--- src/design/bus_mem_pkg.sv ---
package bus_mem_pkg;

	// bus widths
	localparam int unsigned ADR_WIDTH = 32;
	localparam int unsigned DAT_WIDTH = 32;
	localparam int unsigned SEL_WIDTH = DAT_WIDTH / 8;
	localparam int unsigned WORD_LSB = 2;

	typedef logic [ADR_WIDTH-1:0] bus_adr_t;
	typedef logic [DAT_WIDTH-1:0] bus_dat_t;
	typedef logic [SEL_WIDTH-1:0] bus_sel_t;

	// address map, slot number sits in bits 15..12
	localparam int unsigned SLAVE_NUMBER = 4;
	localparam int unsigned SLOT_LSB = 12;
	localparam int unsigned SLOT_MSB = 15;

	typedef logic [SLAVE_NUMBER-1:0] slave_cs_t;
	typedef logic [SLOT_MSB-SLOT_LSB:0] slot_t;

	localparam int unsigned SLOT_RAM0 = 0;
	localparam int unsigned SLOT_RAM1 = 1;
	localparam int unsigned SLOT_REG = 2;
	localparam int unsigned SLOT_EXT = 3;

	localparam int unsigned RAM0_WORDS = 256;
	localparam int unsigned RAM1_WORDS = 64;

	// register slave, word offsets taken modulo 4
	typedef logic [1:0] reg_ofs_t;

	localparam reg_ofs_t REG_GPIO_OUT = 2'd0;
	localparam reg_ofs_t REG_GPIO_IN = 2'd1;
	localparam reg_ofs_t REG_SCRATCH = 2'd2;
	localparam reg_ofs_t REG_ID = 2'd3;

	localparam bus_dat_t REG_ID_VALUE = 32'h4255_5331;

	localparam int unsigned GPIO_WIDTH = 8;
	typedef logic [GPIO_WIDTH-1:0] gpio_t;

endpackage

--- src/design/bus_slave_selector.sv ---
`timescale 1ns/1ps

module bus_slave_selector (
	input  bus_mem_pkg::bus_adr_t  adr_i,
	input  logic                   stb_i,
	output bus_mem_pkg::slave_cs_t cs_o,
	output logic                   adr_err_o
);

	import bus_mem_pkg::*;

	slot_t slot;
	logic  upper_zero;
	logic  adr_valid;

	assign slot = adr_i[SLOT_MSB:SLOT_LSB];

	// everything above the slot field must be clear
	assign upper_zero = (adr_i[ADR_WIDTH-1:SLOT_MSB+1] == '0);

	assign adr_valid = upper_zero && (slot < SLAVE_NUMBER);

	// one bit per slot, only while a request is on the bus
	assign cs_o = (stb_i && adr_valid) ? (slave_cs_t'(1) << slot) : '0;

	assign adr_err_o = stb_i && !adr_valid;

	// at most one slave, and never a slave together with an error
	always_comb begin
		assert ($onehot0(cs_o) && !(adr_err_o && (|cs_o)))
			else $error("selector: bad select %b err %b", cs_o, adr_err_o);
	end

endmodule

--- src/design/bus_switch.sv ---
`timescale 1ns/1ps

module bus_switch (
	// master side
	input  logic                                            master_stb_i,
	input  logic                                            master_we_i,
	input  bus_mem_pkg::bus_adr_t                           master_adr_i,
	input  bus_mem_pkg::bus_dat_t                           master_dat_i,
	input  bus_mem_pkg::bus_sel_t                           master_sel_i,
	output bus_mem_pkg::bus_dat_t                           master_dat_o,
	output logic                                            master_ack_o,
	output logic                                            adr_err_o,

	// slave side, one slot per bit or word
	output bus_mem_pkg::slave_cs_t                          slave_stb_o,
	output logic                                            slave_we_o,
	output bus_mem_pkg::bus_adr_t                           slave_adr_o,
	output bus_mem_pkg::bus_dat_t                           slave_dat_o,
	output bus_mem_pkg::bus_sel_t                           slave_sel_o,
	input  bus_mem_pkg::bus_dat_t [bus_mem_pkg::SLAVE_NUMBER-1:0] slave_dat_i,
	input  bus_mem_pkg::slave_cs_t                          slave_ack_i
);

	import bus_mem_pkg::*;

	slave_cs_t cs;

	bus_slave_selector bus_slave_selector_i (
		.adr_i     (master_adr_i),
		.stb_i     (master_stb_i),
		.cs_o      (cs),
		.adr_err_o (adr_err_o)
	);

	// request goes to every slot, only the strobe is per slot
	assign slave_stb_o = cs;
	assign slave_we_o  = master_we_i;
	assign slave_adr_o = master_adr_i;
	assign slave_dat_o = master_dat_i;
	assign slave_sel_o = master_sel_i;

	// and-or merge of the returned words
	always_comb begin
		master_dat_o = '0;
		for (int i = 0; i < SLAVE_NUMBER; i++) begin
			master_dat_o |= slave_dat_i[i] & {DAT_WIDTH{cs[i]}};
		end
	end

	assign master_ack_o = |(slave_ack_i & cs);

	// a slave ack must never leak out without an open request
	always_comb begin
		assert (!master_ack_o || master_stb_i)
			else $error("switch: ack without strobe");
	end

endmodule

--- config.mk ---
export PLATFORM = sky130hd
export DESIGN_NAME = bus_switch
export DESIGN_NICKNAME = d
export VERILOG_FILES = /design/src/design/bus_mem_pkg.sv /design/src/design/bus_slave_selector.sv /design/src/design/bus_switch.sv
export SDC_FILE = /design/constraint.sdc
export NUM_CORES = 1
export LEC_CHECK = 0
export BUFFER_PORTS_ARGS = -buffer_cell sky130_fd_sc_hd__buf_2
export CORE_AREA = 4 4 119 121
export DETAILED_ROUTE_END_ITERATION = 10
export DIE_AREA = 0 0 123 125
export PLACE_DENSITY = 0.57
export REMOVE_ABC_BUFFERS = 1
export SYNTH_ARGS = -nofsm -noshare
export SYNTH_HDL_FRONTEND = slang
export SYNTH_SLANG_ARGS = --single-unit
--- constraint.sdc ---
create_clock -name vclk -period 3.1
set_input_delay 0.62 -clock vclk [all_inputs]
set_output_delay 0.62 -clock vclk [all_outputs]
set_load 0.03 [all_outputs]
**Yosys cells after proc, flatten, opt, wreduce, memory -nomap -nowiden**

Cells that the tools add are included.

- Bits in latches: 0
- Output and inout port bits: 107
- RAM bits: 0
- Bits in read-only memories: 0
- Input port bits: 202
- Register bits: 0
- Logic and storage cells: 17
- Memories: 0

- Add/subtract/negate cells: 0
- $mul: 0
- Reduce and logical (&&, ||, !) cells: 6
- Multiplexer cells: 1
- Equality and inequality tests: 0
- Bitwise gates (word level): 8
- Order comparisons: 1
- Shift operators: 1
- Divide/modulo/power cells: 0

Operators with widths:

| kind | number |
|---|---|
| AND 32 bit | 4 |
| OR 32 bit | 3 |
| zero test 16 bit | 1 |
| AND 4 bit | 1 |
| less-than comparator 4 x 3 -> 1 bit (second input constant) | 1 |
| two-way mux 4 bit | 1 |
| OR reduction 4 bit | 1 |
| << shifter 1 x 4 -> 4 bit (first input constant) | 1 |
| logical AND 1 bit | 3 |
| zero test 1 bit | 1 |

**Depth between registers and ports, before layout**

- Word-level depth: 8
- Gate-level depth with buffers: 5
- Gate-level depth less buffers: 3

**Hierarchy**

A second synthesis with hierarchy kept.

- Cell total of the unflattened synthesis: 199
- Area, all modules: 1592.8 µm²

By module, submodules not included:

| module | area each (µm²) | seq. area each (µm²) | instances | cells an instance |
|---|---|---|---|---|
| bus_switch | 1498.9 | 0.0 | 1 | 184 |
| bus_slave_selector | 93.8 | 0.0 | 1 | 15 |

**Worst setup path after synthesis**

OpenSTA, ideal clock, no wires.

- Kind: input -> output
- From: input port master_adr_i[18]
- To: output port slave_stb_o[1]
- Slack: 233 ps
- Data arrival time: 2247 ps
- Path buffers: 0
- Stages on the path: 3
- Required time: 2480 ps
- Cells stage by stage: nor4_2 nand3_4 nor4b_1

- Cells in the longest elaborated chain, start to end: 4

Ends and longest elaborated chain:

| item | RTL line | text |
|---|---|---|
| from (decl) | bus_switch.sv:7 | `input bus_mem_pkg::bus_adr_t master_adr_i,` |
| zero test 16 bit | bus_slave_selector.sv:19 | `assign upper_zero = (adr_i[ADR_WIDTH-1:SLOT_MSB+1] == '0);` |
| logical AND 1 bit | bus_slave_selector.sv:21 | `assign adr_valid = upper_zero && (slot < SLAVE_NUMBER);` |
| logical AND 1 bit | bus_slave_selector.sv:24 | `assign cs_o = (stb_i && adr_valid) ? (slave_cs_t'(1) << slot) : '0;` |
| two-way mux 4 bit | bus_slave_selector.sv:24 |  |
| to (decl) | bus_switch.sv:15 | `output bus_mem_pkg::slave_cs_t slave_stb_o,` |

No other way between the ends.

**Worst setup path after layout**

Same ends and word-level chain as after synthesis.

==> impl_metrics.csv <==
group,metric,value,unit
floorplanning,start_util,14.7,%
floorplanning,dieArea,0.0154,mm2
placement,routabilityCongestion,0.790,
floorplanning,core_area,0.0131,mm2
global_routing,antenna_found_initial,0,
setup_path,end_kind,"output port",
timing,rsz0062_at_grt,"false",
synthesis,synth_most_common_cell,"buf_4",
synthesis,synth_seq_area_share,0,%
timing,final_hold_viol_count,0,
setup_path,max_stage_delay,0.42,ns
route,vias,1921,
placement,portBuffers,211,
route,met3_length,2.30,mm
route,drc,0,
setup_path,cp.arrival,2.10,ns
placement,place_area,0.00263,mm2
floorplanning,die_w,123,um
final_layout,final_nets,504,
global_routing,grt_pass1_wl,13.0,mm
setup_path,startpoint_type,"input pin",
placement,hpwl,9.14,mm
synthesis,synth-compound-area-share,0.391,%
synthesis,synthXorXnorAreaFrac,0,%
final_layout,nClkBuffers,0,
synthesis,synthAdderAreaFrac,0,%
final_layout,fin_util,20.1,%
synthesis,synthSimpleGateAreaFrac,25.8,%
pwr,p_per_area,100,mW/mm2
synthesis,synth_area,0.00192,mm2
final_layout,drive_above_1_share,94.3,%
synthesis,synthMuxAreaShare,39.3,%
setup_path,cp_data_required_time,2.48,ns
synthesis,syn-instance-count,165,
route,routed.top_layer,"met5",
route,wire_per_inst,20.7,um
placement,dp_cells,476,
global_routing,grt_pass1_vias,2076,
final_layout,stdcell_count,477,
timing,post-route-period-util,87.7,%
timing,final_max_slew_viol_count,0,
setup_path,path_buf_inv,3,
setup_path,cpLargestDelayFamily,"simple AND/OR/NAND/NOR gates",
route,routed-wl-met2,4.07,mm
floorplanning,die_h,125,um
route,vias_per_cell,4.03,
synthesis,synth_top_family_by_area,"multiplexers",
hold_path,hold_class,"input pin to output port",
synthesis,synth.distinct_cells,19,
synthesis,synth_top_area_cell,"mux4_2",
final_layout,fin_area,0.00263,mm2
synthesis,synthTopCellsByCount,"71 x buf_4, 30 x mux4_2, 29 x nor3b_2",
clocking,cts-resized-gates,0,
setup_path,crit_top_cell,"buf_2",
status,outcome,"complete, no violations",
pwr,finalPower,0.264,mW
synthesis,avgSynthCellArea,11.6,um2
timing,finalSetupViolCount,0,
timing,relSlewSlack,72.9,%
setup_path,critPathMaxFanout,8,
timing,worst_pin_slew,0.402,ns
route,ant_nets,0,
route,wl,9.87,mm
timing,fmax,0.368,GHz
floorplanning,io_pins,309,
setup_path,path_class,"input pin to output port",
setup_path,crit_path_top_delay_cell,"nor4_2",
synthesis,yosysTopAreaCellShare,35.2,%
floorplanning,rows,42,
route,first_pass_iters,3,
route,wl_met1,3.43,mm
clocking,postCtsSetupRepairBufs,0,
final_layout,synthToLayoutAreaGrowth,37.0,%
pwr,ir_drop,0.0813,mV
final_layout,seq_cells,0,
setup_path,crit_path_cell_trace,"buf_2, nor4_2, nand3_4, buf_4, nor4b_1, buf_2",
clocking,cts.hold.buffers_added,0,
synthesis,netlist_top_cells_area,"mux4_2 35%, buf_4 28%, nor3b_2 19%",
timing,timing.final.ws_setup,0.382,ns
global_routing,grt_max_degree,39,
global_routing,overflow,0,
route,initialDrtViolationCount,22,
final_layout,register_area,0,um2
global_routing,grt.total_usage,11.4,%
job,drv_cap,0,
placement,dp_worst_setup_slack,0.358,ns
pwr,p_leak,1.22,nW
synthesis,synth_warnings,0,
timing,min_period,2.72,ns
layout make-up:
type / count / area, um2
tap: 176 / 220
timing repair buffer: 219 / 1140
fill: 1472 / 10500
antenna: 1 / 2.50
inverter: 1 / 3.75
multi-input combinational: 80 / 1260
final timing paths:
path	start	to	cells after the start
hold / removal	master_dat_i[16]	slave_dat_o[16]	0
setup / recovery	master_adr_i[18]	slave_stb_o[1]	6
report_power, final:
part | internal, mW | leakage (nW) | switching [mW] | total (mW)
Clock | 0.0000000432 | 0.00000634 | 0 | 0.0000000432
Combinational | 0.163 | 1.22 | 0.100 | 0.264
Sequential | 0 | 0 | 0 | 0
Total | 0.163 | 1.22 | 0.100 | 0.264
kinds of logic (layout without fill, tap and decap cells):
group                  after synthesis  count (layout)
other                                0               1
buffers and inverters               85             220
AOI/OAI and AO/OA                    1               1
and+or+nand+nor                     46              46
muxes                               33              33
per-stage QoR:
step | setup TNS, ns | hold WS (ns)
floorplan | -15.14 | 1.24
global placement | 0 | 1.24
detailed placement | 0 | 1.24
CTS | 0 | 1.24
global route | 0 | 1.24
finish | 0 | 1.24
layer usage:
layer | up-vias | global-route usage, %
met5 | - | 3.62
met4 | 2 | 0
met3 | 2 | 10.6
met2 | 185 | 17.0
met1 | 894 | 12.5
li1 | 838 | -
placed cells by master, fill, tap and decap left out, drive strengths merged:
cell type | netlist | routed
buf | 83 | 219
diode | 0 | 1
inv | 1 | 1
mux4 | 33 | 33
nand2 | 2 | 2
nand3 | 2 | 2
nor2 | 1 | 1
nor3 | 1 | 1
nor3b | 33 | 33
nor4 | 6 | 6
nor4b | 1 | 1
o21a | 1 | 1
Note: power is estimated with default switching activity, not from simulation.
