**config.mk**
```make
export PLATFORM = sky130hd
export DESIGN_NAME = bus_reg_slave
export DESIGN_NICKNAME = d
export VERILOG_FILES = /design/src/design/bus_mem_pkg.sv /design/src/design/bus_reg_slave.sv
export SDC_FILE = /design/constraint.sdc
export NUM_CORES = 1
export LEC_CHECK = 0
export ABC_CLOCK_PERIOD_IN_PS = 2910
export BUFFER_PORTS_ARGS = -buffer_cell sky130_fd_sc_hd__buf_4
export CAP_MARGIN = 20
export CORE_MARGIN = 2
export CORE_UTILIZATION = 50
export CTS_CLUSTER_SIZE = 12
export DETAILED_ROUTE_END_ITERATION = 8
export PLACE_DENSITY = 0.79
export RECOVER_POWER = 25
export SETUP_SLACK_MARGIN = 0.02
export SLEW_MARGIN = 20
export SYNTH_ARGS = -nofsm -noshare
export SYNTH_HDL_FRONTEND = slang
export SYNTH_SLANG_ARGS = --single-unit
```
**constraint.sdc**
```tcl
create_clock -name clk_i -period 2.91 [get_ports clk_i]
set_input_delay 0.1455 -clock clk_i [delete_from_list [all_inputs] [get_ports clk_i]]
set_output_delay 0.1455 -clock clk_i [all_outputs]
set_load 0.005 [all_outputs]
```
**src/design/bus_mem_pkg.sv**
```systemverilog
package bus_mem_pkg;

	// bus widths
	localparam int unsigned ADR_WIDTH = 32;
	localparam int unsigned DAT_WIDTH = 32;
	localparam int unsigned SEL_WIDTH = DAT_WIDTH / 8;
	localparam int unsigned WORD_LSB = 2;

	typedef logic [ADR_WIDTH-1:0] bus_adr_t;
	typedef logic [DAT_WIDTH-1:0] bus_dat_t;
	typedef logic [SEL_WIDTH-1:0] bus_sel_t;

	// address map, slot number sits in bits 15..12
	localparam int unsigned SLAVE_NUMBER = 4;
	localparam int unsigned SLOT_LSB = 12;
	localparam int unsigned SLOT_MSB = 15;

	typedef logic [SLAVE_NUMBER-1:0] slave_cs_t;
	typedef logic [SLOT_MSB-SLOT_LSB:0] slot_t;

	localparam int unsigned SLOT_RAM0 = 0;
	localparam int unsigned SLOT_RAM1 = 1;
	localparam int unsigned SLOT_REG = 2;
	localparam int unsigned SLOT_EXT = 3;

	localparam int unsigned RAM0_WORDS = 256;
	localparam int unsigned RAM1_WORDS = 64;

	// register slave, word offsets taken modulo 4
	typedef logic [1:0] reg_ofs_t;

	localparam reg_ofs_t REG_GPIO_OUT = 2'd0;
	localparam reg_ofs_t REG_GPIO_IN = 2'd1;
	localparam reg_ofs_t REG_SCRATCH = 2'd2;
	localparam reg_ofs_t REG_ID = 2'd3;

	localparam bus_dat_t REG_ID_VALUE = 32'h4255_5331;

	localparam int unsigned GPIO_WIDTH = 8;
	typedef logic [GPIO_WIDTH-1:0] gpio_t;

endpackage

```
**src/design/bus_reg_slave.sv**
```systemverilog
`timescale 1ns/1ps

module bus_reg_slave (
	input  logic                  clk_i,
	input  logic                  arst_n_i,
	input  logic                  stb_i,
	input  logic                  we_i,
	input  bus_mem_pkg::bus_adr_t adr_i,
	input  bus_mem_pkg::bus_dat_t dat_i,
	input  bus_mem_pkg::bus_sel_t sel_i,
	input  bus_mem_pkg::gpio_t    gpio_i,
	output bus_mem_pkg::bus_dat_t dat_o,
	output logic                  ack_o,
	output bus_mem_pkg::gpio_t    gpio_o
);

	import bus_mem_pkg::*;

	reg_ofs_t reg_ofs;
	logic     access;
	gpio_t    gpio_out_q;
	gpio_t    gpio_meta_q;
	gpio_t    gpio_sync_q;
	gpio_t    gpio_in_q;
	bus_dat_t scratch_q;
	bus_dat_t rd_word;

	// higher offsets alias onto the four registers
	assign reg_ofs = adr_i[WORD_LSB +: $bits(reg_ofs_t)];
	assign access = stb_i && !ack_o;

	// gpio_i is asynchronous to clk_i
	always_ff @(posedge clk_i or negedge arst_n_i) begin
		if (!arst_n_i) begin
			gpio_meta_q <= '0;
			gpio_sync_q <= '0;
			gpio_in_q <= '0;
		end else begin
			gpio_meta_q <= gpio_i;
			gpio_sync_q <= gpio_meta_q;
			gpio_in_q <= gpio_sync_q;
		end
	end

	always_ff @(posedge clk_i or negedge arst_n_i) begin
		if (!arst_n_i) begin
			ack_o <= 1'b0;
			gpio_out_q <= '0;
			scratch_q <= '0;
		end else begin
			ack_o <= access;
			if (access && we_i) begin
				case (reg_ofs)
					REG_GPIO_OUT: begin
						if (sel_i[0]) begin
							gpio_out_q <= dat_i[GPIO_WIDTH-1:0];
						end
					end
					REG_SCRATCH: begin
						for (int b = 0; b < SEL_WIDTH; b++) begin
							if (sel_i[b]) begin
								scratch_q[8*b +: 8] <= dat_i[8*b +: 8];
							end
						end
					end
					// gpio in and id are read only
					default: begin
					end
				endcase
			end
		end
	end

	always_comb begin
		rd_word = '0;
		case (reg_ofs)
			REG_GPIO_OUT: rd_word = bus_dat_t'(gpio_out_q);
			REG_GPIO_IN:  rd_word = bus_dat_t'(gpio_in_q);
			REG_SCRATCH:  rd_word = scratch_q;
			REG_ID:       rd_word = REG_ID_VALUE;
		endcase
	end

	always_ff @(posedge clk_i) begin
		if (access && !we_i) begin
			dat_o <= rd_word;
		end
	end

	assign gpio_o = gpio_out_q;

endmodule

```
Word level (Yosys, flattened, before mapping)
Index checks and enable logic that the tools add are counted.
{"block": "totals", "regBits": 97, "output_inout_bits": 41, "input_bits": 80}
{"block": "op_classes", "eq_ne": 3, "n_reduce_logical": 11, "muxes": 1}
{"cell": "$pmux W32 S4", "count": 1}
{"cell": "$reduce_and A3 Y1", "count": 5}
{"cell": "$eq A2 B2 Y1 const B", "count": 2}
{"cell": "$logic_and A1 B1 Y1", "count": 3}
{"cell": "$eq A2 B1 Y1 const B", "count": 1}
{"cell": "$logic_not A1 Y1", "count": 2}
{"cell": "$logic_not A2 Y1", "count": 1}

Longest topological paths before layout
{"block": "depth", "depth_word": 4, "ltp_mapped": 4}

Worst setup path after synthesis
OpenSTA, ideal clock, no wires.
{"block": "synth_path", "path_kind": "flip-flop to flip-flop", "startpoint": "register ack_o", "endpoint": "register dat_o[0] (enable)", "path_stages_with_launch": 3, "path_slack_ns": 0.500, "setup_time_ns": 0.425, "arrival_time_ns": 1.984, "t_required_ns": 2.485, "path_cell_list": "dfrtp_1 nor2b_1 nor2b_1"}
{"block": "synth_between", "elab_chain_len": 3}
{"element": "start: declaration", "line": "bus_reg_slave.sv:13", "source": "output logic ack_o,"}
{"element": "start signal: assignment", "line": "bus_reg_slave.sv:51", "source": "ack_o <= access;"}
{"element": "$logic_not A1 Y1", "line": "bus_reg_slave.sv:30", "source": "assign access = stb_i && !ack_o;"}
{"element": "$logic_and A1 B1 Y1", "line": "bus_reg_slave.sv:30"}
{"element": "named net access", "line": "bus_reg_slave.sv:20", "source": "logic access;"}
{"element": "$logic_and A1 B1 Y1", "line": "bus_reg_slave.sv:85", "source": "if (access && !we_i) begin"}
{"element": "end signal: assignment", "line": "bus_reg_slave.sv:86", "source": "dat_o <= rd_word;"}
{"element": "end: declaration", "line": "bus_reg_slave.sv:12", "source": "output bus_mem_pkg::bus_dat_t dat_o,"}
The timed path passes the listed nets, and every way through them passes these cells.
A chain may end at the register's enable or synchronous reset.

Worst setup path in the final report
{"block": "layout_path", "startpoint": "input port adr_i[3]", "endpoint": "register scratch_q[2]"}
{"block": "layout_between", "elab_chain_len": 2}
{"element": "start: declaration", "line": "bus_reg_slave.sv:8", "source": "input bus_mem_pkg::bus_adr_t adr_i,"}
{"element": "$eq A2 B2 Y1", "line": "bus_reg_slave.sv:53", "source": "case (reg_ofs)"}
{"element": "$reduce_and A3 Y1 (no source line)"}
{"element": "end signal: indexed assignment", "line": "bus_reg_slave.sv:62", "source": "scratch_q[8*b +: 8] <= dat_i[8*b +: 8];"}
{"element": "end: declaration", "line": "bus_reg_slave.sv:25", "source": "bus_dat_t scratch_q;"}
No other way between the ends.

==> flow_metrics.tcl <==
set metrics [dict create \
    io_pins 121 \
    r2r_end "scratch_q[2]" \
    grt_first_pass_wirelength_um 9763 \
    antenna_found_initial 0 \
    reg2reg_depth 3 \
    start_util 0.5092 \
    slew_headroom 0.2579 \
    path_clk_slew_ns 0.10 \
    final_common_cell "buf_4" \
    yosysSeqAreaShare 0.7082 \
    seqPwrFrac 0.552 \
    post_cts_buffers 0 \
    setup.worst_path.start "adr_i[3]" \
    cts_buffers 9 \
    htreeDepth 3 \
    grt_use_total 0.1669 \
    power.total_uw 3035 \
    skew_ns 0.01125 \
    required_ns 3.14 \
    clkPwrFrac 0.307 \
    cp.arrival_ns 2.17 \
    path_cells "buf_4 > nor2b_1 > and3_4 > mux2_4" \
    crit_fanout 22 \
    drt_first_iter_violations 51 \
    instances_no_fill 409 \
    drive_gt1_frac 0.5032 \
    place_inst 384 \
    rsz0062_at_grt "false" \
    holdWs_ns 0.01878 \
    diodes 0 \
    die_h_um 89.48 \
    synth_xor_xnor_area_share 0 \
    min_period_ns 1.941 \
    hpwl_um 4142 \
    synth.avg_cell_area_sq_um 18.00 \
    critPathKind "input pin to register" \
    vias_per_cell 4.802 \
    core_area_sq_um 7176 \
    rr_startpoint "ack_o" \
    max_stage_delay_ns 0.92 \
    clock-sinks 97 \
    cts_buffer_depth 2 \
    muxShareOfSynthArea 0.1791 \
    grt_max_degree 66 \
    path_buf_inv 1 \
    fin_crit_sh 0.6672 \
    ys_ff_latch 97 \
    grt_pass1_vias 1898 \
    hp-class "input pin to register" \
    r2r_slack_ns 1.38 \
    vias 1964 \
    cts-root-buf "clkbuf_8" \
    endpoint "scratch_q[2]" \
    ys.warnings.count 0 \
    ant_nets 0 \
    netlist_area_sq_um 3654 \
    p_sw_uw 693.6 \
    place.gp.congestion 0.7138 \
    p_leak_uw 0.002087 \
    end_kind "register" \
    final-max-slew-violation-count 0 \
    run_status "finished, final reports clean" \
    p_per_area_nw_per_um2 646.1 \
    synth_top_family_by_area "multiplexers" \
    synth_edf_count 32 \
    final_core_util 0.6546 \
    synth-simple-area-share 0.05925 \
    crit_cells 4 \
    cts_tree "done" \
    wl_um 6426 \
    die_area_sq_um 8007 \
    grt-ovfl-total 0 \
    layout_common_cells "buf_4, dfrtp_1, mux2_4, edfxtp_1" \
    final_nets 385 \
    critPathLaunchType "input pin" \
    cp_slowest_cell "nor2b_1" \
    layout-area-overhead-vs-synth_pct 28.56 \
    max_freq_mhz 515.1 \
    maxCapViolations 0 \
    hold_violations 0 \
    async_reset_ff_frac 0.6701 \
    fin_tns_setup_ns 0 \
    crit_family "simple AND/OR/NAND/NOR gates" \
    fillers 521 \
    syn_inst 203 \
    syn_nets 283 \
    clk-insertion-delay-late_ns 0.35 \
    rows 31 \
    switching_share 0.2286 \
    portBuffers 90 \
    firstDrtPassIters 4 \
    synth.distinct_cells 20 \
    drc 0 \
    synth-compound-area-share 0.03459 \
    setup_viol 0 \
    p_int_uw 2341 \
    die_x_um 89.48 \
    ctsResizeCount 0 \
    avgRoutedWirePerCell_um 15.71 \
    yosys_most_used_dff "dfrtp_1" \
    vdd_drop_max_mv 0.3404 \
    worst_slew_pin_slew_ns 1.111 \
    synth_fa_ha_area_frac 0 \
    pwr-share-comb 0.141 \
    holdBufCountCts 9 \
]
[how the worst min path moves through the flow]
stage	startpoint	to	depth (start not counted)
global route	dat_i[13]	scratch_q[13]	2
global placement	gpio_i[0]	gpio_meta_q[0]	1
finish	dat_i[17]	scratch_q[17]	2
detailed placement	gpio_i[0]	gpio_meta_q[0]	1
CTS	dat_i[17]	scratch_q[17]	2
floorplan	arst_n_i	ack_o	0
[layer usage]
| layer | wire [um] | up-vias | global-route usage |
|---|---|---|---|
| met4 | 57 | 0 | 0.06242 |
| met5 | 0 | - | 0 |
| met1 | 2784 | 986 | 0.2239 |
| met3 | 277 | 4 | 0.03601 |
| li1 | - | 920 | - |
| met2 | 3308 | 54 | 0.2694 |
[power by group through the flow]
stage          sequential, uW  combinational [uW]  clock, uW
2_1_floorplan            1680                 250          0
3_3_place_gp             1690                 414          0
3_5_place_dp             1700                 425          0
4_1_cts                  1680                 437        954
5_1_grt                  1700                 464       1010
6_report                 1680                 427        932
[metrics by stage]
step	instance area, sq um	worst slack, ns
after global routing	4697	0.7099
after CTS	4708	1.373
final	4697	0.9685
after floorplan	3654	0.5003
after detailed placement	4399	1.147
after global placement	4399	1.154
[cell type report]
class / instances / area, sq um / area share
multi-input cells: 97 / 997.2 / 0.2123
clock buffers: 10 / 148.9 / 0.03170
clock inverters: 6 / 70.07 / 0.01492
repair buffers: 100 / 769.5 / 0.1638
well taps: 99 / 123.9 / 0.02637
flip-flops and latches: 97 / 2587 / 0.5509
[cells by family (layout without fill, tap and decap cells)]
kind of cell | count (synthesis) | after routing
AOI/OAI and AO/OA | 18 | 18
DFF | 97 | 97
muxes | 48 | 48
buffers and inverters | 9 | 116
and+or+nand+nor | 31 | 31
[synthesized netlist by cell type (3+ instances only)]
| master | n | area share |
|---|---|---|
| nor2b_1 | 3 | 0.0051 |
| dfrtp_1 | 65 | 0.45 |
| and2_1 | 14 | 0.024 |
| and3_4 | 4 | 0.012 |
| o21a_1 | 10 | 0.021 |
| edfxtp_1 | 32 | 0.26 |
| o21ai_0 | 5 | 0.0068 |
| mux2_2 | 11 | 0.034 |
| o22a_1 | 3 | 0.0072 |
| nand2_1 | 5 | 0.0051 |
| buf_6 | 4 | 0.012 |
| buf_2 | 4 | 0.0055 |
| mux2i_1 | 5 | 0.014 |
| mux2_4 | 32 | 0.13 |
[flip-flops by register name (all words and copies together) (netlist names)]
| signal | count |
|---|---|
| dat_o | 32 |
| gpio_meta_q | 8 |
| gpio_o | 8 |
| scratch_q | 32 |
| gpio_sync_q | 8 |
| ack_o | 1 |
| gpio_in_q | 8 |
Note: power is estimated with default switching activity, not from simulation.
